**src/verilog/exePkg.sv**
```systemverilog
`default_nettype none

package exePkg;

    // Datapath widths
    typedef logic [31:0] word;
    typedef logic [4:0]  regIdx;

    localparam int multSteps = 32;
    localparam int dataDepth = 64;

    // Multiplier step counter
    typedef logic [$clog2(multSteps)-1:0] stepCount;
    localparam stepCount lastStep = stepCount'(multSteps - 1);

    // Data RAM word address
    typedef logic [$clog2(dataDepth)-1:0] ramAddr;

    typedef enum logic [2:0] {
        aluAnd = 3'b000,
        aluOr  = 3'b001,
        aluAdd = 3'b010,
        aluNor = 3'b100,
        aluSub = 3'b110,
        aluSlt = 3'b111
    } aluOp;

    // Operand source after forwarding
    typedef enum logic [1:0] {
        fwdReg = 2'b00,
        fwdWb  = 2'b01,
        fwdMem = 2'b10
    } fwdSel;

    // Operand B source
    typedef logic [1:0] srcSel;
    localparam srcSel srcReg         = 2'b00;
    localparam srcSel srcSignImm     = 2'b01;
    localparam srcSel srcUnsignedImm = 2'b10;

    // Result select, top bit picks the multiplier and the middle bit hi over lo
    typedef logic [2:0] wbSrc;
    localparam wbSrc wbAlu  = 3'b000;
    localparam wbSrc wbLoad = 3'b001;
    localparam wbSrc wbLo   = 3'b100;
    localparam wbSrc wbHi   = 3'b110;

    typedef enum logic [1:0] {
        multIdle,
        multRun,
        multFix
    } multState;

    typedef struct packed {
        logic  multStart;
        logic  multSigned;
        logic  regWrite;
        logic  memWrite;
        logic  regDst;
        logic  jump;
        srcSel aluSrc;
        wbSrc  wbSrc;
        aluOp  aluOp;
        regIdx rs;
        regIdx rt;
        regIdx rd;
        word   rd1;
        word   rd2;
        word   signImm;
        word   unsignedImm;
        word   pcPlus4;
    } decodeBundle;

    typedef struct packed {
        logic  jump;
        logic  regWrite;
        logic  memWrite;
        wbSrc  wbSrc;
        regIdx writeReg;
        word   result;
        word   writeData;
        word   pcPlus4;
    } execBundle;

endpackage

`default_nettype wire

```
**src/verilog/alu.sv**
```systemverilog
`default_nettype none

module alu (
    input  exePkg::word  a,
    input  exePkg::word  b,
    input  exePkg::aluOp op,
    output exePkg::word  y,
    output logic         zero
);
    import exePkg::*;

    always_comb begin
        unique case (op)
            aluAdd: y = a + b;
            aluSub: y = a - b;
            aluAnd: y = a & b;
            aluOr:  y = a | b;
            // Signed compare, result in bit 0
            aluSlt: y = {31'b0, $signed(a) < $signed(b)};
            aluNor: y = ~(a | b);
            default: y = '0;
        endcase
    end

    assign zero = (y == '0);

endmodule

`default_nettype wire

```
**src/verilog/executeCore.sv**
```systemverilog
`default_nettype none

module executeCore (
    input  logic                clk,
    input  logic                rstN,
    input  exePkg::decodeBundle decodeIn,
    input  logic                flushE,
    output logic                stallD,
    output logic                multDone,
    output exePkg::word         resultW,
    output exePkg::regIdx       writeRegW,
    output logic                regWriteW
);
    import exePkg::*;

    execBundle execOut;
    regIdx     rsE;
    regIdx     rtE;
    regIdx     writeRegM;
    logic      regWriteM;
    word       aluOutM;
    fwdSel     forwardA;
    fwdSel     forwardB;
    logic      multBusy;
    logic      stall;

    executeStage u_executeStage (
        .clk      (clk),
        .rstN     (rstN),
        .flush    (flushE),
        .stall    (stall),
        .decodeIn (decodeIn),
        .forwardA (forwardA),
        .forwardB (forwardB),
        .aluOutM  (aluOutM),
        .resultW  (resultW),
        .execOut  (execOut),
        .rsE      (rsE),
        .rtE      (rtE),
        .multBusy (multBusy),
        .multDone (multDone)
    );

    forwardUnit u_forwardUnit (
        .rsE       (rsE),
        .rtE       (rtE),
        .writeRegM (writeRegM),
        .regWriteM (regWriteM),
        .writeRegW (writeRegW),
        .regWriteW (regWriteW),
        .multBusy  (multBusy),
        .multDone  (multDone),
        .forwardA  (forwardA),
        .forwardB  (forwardB),
        .stall     (stall)
    );

    // Held E slot must not reach M a second time
    memWbStage u_memWbStage (
        .clk       (clk),
        .rstN      (rstN),
        .bubble    (stall),
        .execOut   (execOut),
        .aluOutM   (aluOutM),
        .writeRegM (writeRegM),
        .regWriteM (regWriteM),
        .resultW   (resultW),
        .writeRegW (writeRegW),
        .regWriteW (regWriteW)
    );

    assign stallD = stall;

endmodule

`default_nettype wire

```
**src/verilog/executeStage.sv**
```systemverilog
`default_nettype none

module executeStage (
    input  logic                clk,
    input  logic                rstN,
    input  logic                flush,
    input  logic                stall,
    input  exePkg::decodeBundle decodeIn,
    input  exePkg::fwdSel       forwardA,
    input  exePkg::fwdSel       forwardB,
    input  exePkg::word         aluOutM,
    input  exePkg::word         resultW,
    output exePkg::execBundle   execOut,
    output exePkg::regIdx       rsE,
    output exePkg::regIdx       rtE,
    output logic                multBusy,
    output logic                multDone
);
    import exePkg::*;

    decodeBundle regE;
    word         srcA;
    word         fwdB;
    word         srcB;
    word         aluA;
    word         aluB;
    word         aluY;
    aluOp        aluFn;
    word         mulA;
    word         mulB;
    word         hi;
    word         lo;
    logic        mulBusy;
    logic        mulStart;

    // Pipeline register, flush wins over stall
    always_ff @(posedge clk or negedge rstN) begin
        if (!rstN) begin
            regE <= '0;
        end else if (flush) begin
            regE <= '0;
        end else if (!stall) begin
            regE <= decodeIn;
        end
    end

    always_comb begin
        unique case (forwardA)
            fwdMem:  srcA = aluOutM;
            fwdWb:   srcA = resultW;
            default: srcA = regE.rd1;
        endcase
    end

    always_comb begin
        unique case (forwardB)
            fwdMem:  fwdB = aluOutM;
            fwdWb:   fwdB = resultW;
            default: fwdB = regE.rd2;
        endcase
    end

    always_comb begin
        case (regE.aluSrc)
            srcReg:         srcB = fwdB;
            srcSignImm:     srcB = regE.signImm;
            srcUnsignedImm: srcB = regE.unsignedImm;
            default:        srcB = fwdB;
        endcase
    end

    // Multiplier owns the ALU while running
    assign aluA  = mulBusy ? mulA : srcA;
    assign aluB  = mulBusy ? mulB : srcB;
    assign aluFn = mulBusy ? aluAdd : regE.aluOp;

    alu u_alu (
        .a    (aluA),
        .b    (aluB),
        .op   (aluFn),
        .y    (aluY),
        .zero ()
    );

    assign mulStart = regE.multStart && !mulBusy;

    seqMultiplier u_seqMultiplier (
        .clk      (clk),
        .rstN     (rstN),
        .start    (mulStart),
        .signedOp (regE.multSigned),
        .srcA     (srcA),
        .srcB     (srcB),
        .aluY     (aluY),
        .aluA     (mulA),
        .aluB     (mulB),
        .busy     (mulBusy),
        .done     (multDone),
        .hi       (hi),
        .lo       (lo)
    );

    // Start cycle counts as busy so the E register holds from the first cycle
    assign multBusy = mulBusy || mulStart;

    assign rsE = regE.rs;
    assign rtE = regE.rt;

    assign execOut.jump      = regE.jump;
    assign execOut.regWrite  = regE.regWrite;
    assign execOut.memWrite  = regE.memWrite;
    assign execOut.wbSrc     = regE.wbSrc;
    assign execOut.writeReg  = regE.regDst ? regE.rd : regE.rt;
    assign execOut.result    = regE.wbSrc[2] ? (regE.wbSrc[1] ? hi : lo) : aluY;
    assign execOut.writeData = fwdB;
    assign execOut.pcPlus4   = regE.pcPlus4;

endmodule

`default_nettype wire

```
**src/verilog/forwardUnit.sv**
```systemverilog
`default_nettype none

module forwardUnit (
    input  exePkg::regIdx rsE,
    input  exePkg::regIdx rtE,
    input  exePkg::regIdx writeRegM,
    input  logic          regWriteM,
    input  exePkg::regIdx writeRegW,
    input  logic          regWriteW,
    input  logic          multBusy,
    input  logic          multDone,
    output exePkg::fwdSel forwardA,
    output exePkg::fwdSel forwardB,
    output logic          stall
);
    import exePkg::*;

    // Memory result is newer, so it is checked first
    function automatic fwdSel pickPath(input regIdx src, input regIdx regM, input logic wrM,
                                       input regIdx regW, input logic wrW);
        fwdSel sel;
        sel = fwdReg;
        if (wrM && regM != '0 && regM == src) begin
            sel = fwdMem;
        end else if (wrW && regW != '0 && regW == src) begin
            sel = fwdWb;
        end
        return sel;
    endfunction

    assign forwardA = pickPath(rsE, writeRegM, regWriteM, writeRegW, regWriteW);
    assign forwardB = pickPath(rtE, writeRegM, regWriteM, writeRegW, regWriteW);

    // Released in the cycle hi/lo are loaded
    assign stall = multBusy && !multDone;

endmodule

`default_nettype wire

```
**src/verilog/memWbStage.sv**
```systemverilog
`default_nettype none

module memWbStage (
    input  logic              clk,
    input  logic              rstN,
    input  logic              bubble,
    input  exePkg::execBundle execOut,
    output exePkg::word       aluOutM,
    output exePkg::regIdx     writeRegM,
    output logic              regWriteM,
    output exePkg::word       resultW,
    output exePkg::regIdx     writeRegW,
    output logic              regWriteW
);
    import exePkg::*;

    execBundle regM;
    execBundle nextM;
    word       ram [dataDepth];
    ramAddr    addrM;
    word       readData;

    // Bubble keeps the payload but kills every side effect
    always_comb begin
        nextM = execOut;
        if (bubble) begin
            nextM.jump     = 1'b0;
            nextM.regWrite = 1'b0;
            nextM.memWrite = 1'b0;
            nextM.wbSrc    = wbAlu;
        end
    end

    always_ff @(posedge clk or negedge rstN) begin
        if (!rstN) begin
            regM <= '0;
        end else begin
            regM <= nextM;
        end
    end

    // Word address from the ALU result
    assign addrM    = regM.result[$clog2(dataDepth)+1:2];
    assign readData = ram[addrM];

    always_ff @(posedge clk) begin
        if (regM.memWrite) begin
            ram[addrM] <= regM.writeData;
        end
    end

    always_ff @(posedge clk or negedge rstN) begin
        if (!rstN) begin
            regWriteW <= 1'b0;
            writeRegW <= '0;
        end else begin
            regWriteW <= regM.regWrite;
            writeRegW <= regM.writeReg;
        end
    end

    always_ff @(posedge clk) begin
        resultW <= (regM.wbSrc == wbLoad) ? readData : regM.result;
    end

    assign aluOutM   = regM.result;
    assign writeRegM = regM.writeReg;
    assign regWriteM = regM.regWrite;

endmodule

`default_nettype wire

```
**src/verilog/seqMultiplier.sv**
```systemverilog
`default_nettype none

module seqMultiplier (
    input  logic        clk,
    input  logic        rstN,
    input  logic        start,
    input  logic        signedOp,
    input  exePkg::word srcA,
    input  exePkg::word srcB,
    input  exePkg::word aluY,
    output exePkg::word aluA,
    output exePkg::word aluB,
    output logic        busy,
    output logic        done,
    output exePkg::word hi,
    output exePkg::word lo
);
    import exePkg::*;

    multState    state;
    stepCount    stepCnt;
    word         mcand;
    word         magA;
    word         magB;
    logic [63:0] acc;
    logic [63:0] product;
    logic        negRes;
    logic        carry;

    // Work on magnitudes, sign is restored in fix
    assign magA = (signedOp && srcA[31]) ? -srcA : srcA;
    assign magB = (signedOp && srcB[31]) ? -srcB : srcB;

    // Upper half plus multiplicand, or plus zero when the bit is clear
    assign aluA = acc[63:32];
    assign aluB = acc[0] ? mcand : '0;

    // Sum wrapped below the addend, so the add carried out
    assign carry = (aluY < acc[63:32]);

    assign product = negRes ? -acc : acc;
    assign busy    = (state != multIdle);
    assign done    = (state == multFix);

    always_ff @(posedge clk or negedge rstN) begin
        if (!rstN) begin
            state   <= multIdle;
            stepCnt <= '0;
            hi      <= '0;
            lo      <= '0;
        end else begin
            unique case (state)
                multIdle: begin
                    if (start) begin
                        state   <= multRun;
                        stepCnt <= '0;
                    end
                end
                multRun: begin
                    stepCnt <= stepCnt + 1'b1;
                    if (stepCnt == lastStep) begin
                        state <= multFix;
                    end
                end
                multFix: begin
                    hi    <= product[63:32];
                    lo    <= product[31:0];
                    state <= multIdle;
                end
                default: state <= multIdle;
            endcase
        end
    end

    // Accumulator holds partial sum above and remaining multiplier bits below
    always_ff @(posedge clk) begin
        if (state == multIdle && start) begin
            mcand  <= magA;
            acc    <= {32'b0, magB};
            negRes <= signedOp && (srcA[31] ^ srcB[31]);
        end else if (state == multRun) begin
            acc <= {carry, aluY, acc[31:1]};
        end
    end

endmodule

`default_nettype wire
```
**config.mk**
```make
export PLATFORM = sky130hd
export DESIGN_NAME = executeCore
export DESIGN_NICKNAME = d
export VERILOG_FILES = /design/src/verilog/exePkg.sv /design/src/verilog/alu.sv /design/src/verilog/executeCore.sv /design/src/verilog/executeStage.sv /design/src/verilog/forwardUnit.sv /design/src/verilog/memWbStage.sv /design/src/verilog/seqMultiplier.sv
export SDC_FILE = /design/constraint.sdc
export NUM_CORES = 2
export LEC_CHECK = 0
export ABC_AREA = 1
export BUFFER_PORTS_ARGS = -buffer_cell sky130_fd_sc_hd__buf_2
export CAP_MARGIN = 20
export CELL_PAD_IN_SITES_DETAIL_PLACEMENT = 0
export CELL_PAD_IN_SITES_GLOBAL_PLACEMENT = 1
export CORE_ASPECT_RATIO = 1.75
export CORE_MARGIN = 2
export CORE_UTILIZATION = 52
export DETAILED_ROUTE_END_ITERATION = 10
export GPL_TIMING_DRIVEN = 0
export PLACE_DENSITY_LB_ADDON = 0.3
export SLEW_MARGIN = 20
export SYNTH_ARGS = -nofsm -noshare
export SYNTH_HDL_FRONTEND = slang
export SYNTH_SLANG_ARGS = --single-unit
```
**constraint.sdc**
```tcl
create_clock -name clk -period 6.5 [get_ports clk]
set_clock_uncertainty 0.15 [all_clocks]
set_input_delay 0.325 -clock clk [delete_from_list [all_inputs] [get_ports clk]]
set_output_delay 0.325 -clock clk [all_outputs]
set_load 0.02 [all_outputs]
```
==> impl_metrics.ini <==
[logic_synthesis]
synth_edf_count = 2113
netlist_area_um2 = 103000
syn_area_per_cell_um2 = 12.5
synth.largest_area_cell = edfxtp_1
async_reset_ff_share_pct = 12.4
yosys_warnings = 0
synth_cell_types = 62
syn-num-nets = 8578
synth_seq_area_share_pct = 70.4
synth_commonest_cells = 2113 x edfxtp_1, 1779 x nand2_1, 516 x inv_1
synth_top_area_share_pct = 61.7
synth_cells = 8250
synth_most_common_cell = edfxtp_1
synth.area.top_cells = edfxtp_1 62%, dfrtp_1 7.5%, nand2_1 6.5%
ys_ff_latch = 2484
ys.flop_type = edfxtp_1

[global_route]
track_usage_pct = 46.0
grt-ovfl-total = 0
grt_max_degree = 99
antenna_found_initial = 45
grt_pass1_vias = 76580
grt_pass1_wl_um = 626000

[timing]
hold_violations = 0
timing.final.ws_setup_ps = -139
timing.fmax_ghz = 0.151
slew_viol_final = 0
min_period_ps = 6640
worstMarginPinSlew_ps = 1360
holdWs_ps = 38.3
fin_crit_sh_pct = 102
finalSetupViolCount = 93
relSlewSlack_pct = 9.42

[routing]
vias_per_cell = 6.66
route.detailed.wl_per_inst_um = 39.1
drt_iter0_drc = 12736
drcViolationCount = 0
wl_um = 464000
via_count = 78993
antenna_left = 0
first_pass_iters = 9

[floorplan]
die_y_um = 592
coreArea_um2 = 197000
rows = 216
io_pins = 232
initial_core_util_pct = 52.1
dieArea_um2 = 201000
die_x_um = 340

[setup_path]
critical_path.max_fanout = 10
crit_arrival_ps = 7260
path_class = flop to flop
start_kind = flop
max_stage_delay_ps = 1030
crit_path_end_kind = flop
crit_path_cell_trace = inv_1 > nand3_1 > clkinv_1 > clkbuf_2 > clkbuf_1 > a22o_1 > a221oi_1 > nand4_1 > nand2_1 > nand4_1 > o32ai_1 > inv_1
crit_required_ps = 7120
slowest_stage = o32ai_1

[final_layout]
fin_util_pct = 61.9
num-fill-cells = 15267
final_cells = 11861
final_area_um2 = 122000
drive_above_1_share_pct = 13.4
syn_to_final_growth_pct = 18.7
fin_nets = 9367

[run]
max_cap_viol_count = 0

[place]
dp_slack_ps = -1050
dpl-instance-area_um2 = 112000
dp.cells = 11233
dp_hpwl_um = 335000
place_congestion = 1.01
io_buffers = 197

[cts]
cts-htree-levels = 4
cts_buffers = 216
clock-sinks = 2484
insertion_delay_ps = 920
clk_pin_slew_worst_paths_ps = 70
clock_path_buffers = 4
cts-root-buf = clkbuf_16
cts_tree = yes

[hold_path]
hold_path.class = input port to flop

[pwr]
cellLeakagePower_nw = 44.2
ir_drop_uv = 417
p_per_area_nw_per_um2 = 485

[outcome]
status = complete, but fails checks
failed_checks = negative setup slack
## critical path: cells and delay by family, from the launching register on
kind            cells  cell delay (ps)
flops               1              900
compound gates      3             1630
simple gates        4             1840
buf+inv             5             1970
## final timing paths
kind,endpoint,slack [ps],cells past startpoint,startpoint
worst max-delay path,u_memWbStage.resultW[25]$_DFF_P_,-140,12,u_memWbStage.aluOutM[4]$_DFF_PN0_
worst min-delay path,u_executeStage.regE[72]$_DFFE_PN0P_,40,3,flushE
worst max register to register,u_memWbStage.resultW[25]$_DFF_P_,-140,12,u_memWbStage.aluOutM[4]$_DFF_PN0_
worst min register to register,u_memWbStage.regWriteW$_DFF_PN0_,260,0,u_memWbStage.regWriteM$_DFF_PN0_
max in group asynchronous,u_memWbStage.regM[50]$_DFF_PN0_,4740,5,rstN
min in group asynchronous,u_memWbStage.regM[102]$_DFF_PN0_,470,4,rstN
## routing by layer
layer / GRT usage, % / vias to the layer above / wire, µm
met5: 0.0473 / - / 259
met4: 48.7 / 30 / 64700
met3: 13.4 / 2217 / 51400
met2: 73.6 / 6379 / 214000
met1: 46.4 / 38439 / 133000
li1: - / 31928 / -
## state kept, by name (all words and copies together), names as in the netlist, 32 cells and up
signal	flops
u_executeStage.u_seqMultiplier.hi	32
u_executeStage.u_seqMultiplier.lo	32
u_memWbStage.resultW	32
u_memWbStage.regM	36
u_executeStage.u_seqMultiplier.acc	64
u_memWbStage.aluOutM	32
u_executeStage.regE	141
u_memWbStage.ram	2048
u_executeStage.u_seqMultiplier.mcand	32
## what timing repair did
| action | 4_1_cts | 5_1_grt |
|---|---|---|
| gates cloned | 0 | 1 |
| setup endpoints to repair | 7 | 1 |
| setup buffers | 7 | 29 |
| resized for setup | 109 | 171 |
| hold buffers | 184 | 0 |
| pin swaps | 6 | 31 |
| hold endpoints to repair | 365 | 0 |
## cells by family (layout without fill, tap and decap cells)
group                      Yosys count  in the layout  synth area share, %
and+or+nand+nor                   2968           2969                 12.5
DFF                               2484           2484                 70.4
AOI/OAI and AO/OA                 1582           1582                 10.9
buffers and inverters              981           1948                 3.69
adders and majority gates          136            136                 1.67
xor gates and xnor gates            98             98                0.835
muxes                                1              1              0.00973
other                                0             27                    0
## report_power, final
group / internal, mW / total, mW / switching (mW) / leakage [nW]
logic: 6.35 / 25.2 / 18.8 / 16.7
clock network: 7.11 / 13.2 / 6.04 / 3.42
registers: 19.2 / 20.9 / 1.67 / 24.1
## metrics by stage
step,total power [mW],TNS [ps]
finish,59.2,-4930
global route,60.3,-34.7
CTS,56.9,0
detailed placement,43.6,-1980
global placement,43.0,-4279030
floorplan,31.8,0
## area by class of cell
| class | instances | area, µm² | area share, % |
|---|---|---|---|
| flip-flops and latches | 2484 | 72500 | 59.4 |
| repair buffers | 588 | 7060 | 5.78 |
| inverters | 541 | 2050 | 1.68 |
| plain buffers | 422 | 1790 | 1.47 |
| clock inverters | 132 | 1280 | 1.05 |
| diodes | 27 | 67.6 | 0.0553 |
| clock buffers | 265 | 5740 | 4.71 |
| multi-input cells | 4786 | 28300 | 23.2 |
| well taps | 2616 | 3270 | 2.68 |
## layout by cell type (no fill, tap or decap), types with 183 or more instances in the layout
master,instances
clkbuf_1,312
dlygate4sd3_1,183
a21oi_1,223
a221oi_1,269
nand4_1,284
o21ai_0,321
a22o_1,230
clkbuf_16,220
a22oi_1,306
buf_2,227
inv_1,512
nor2_1,282
nand3_1,382
edfxtp_1,2113
nand2_1,1732
dfrtp_1,274
Power figures use the tool's default switching activity.
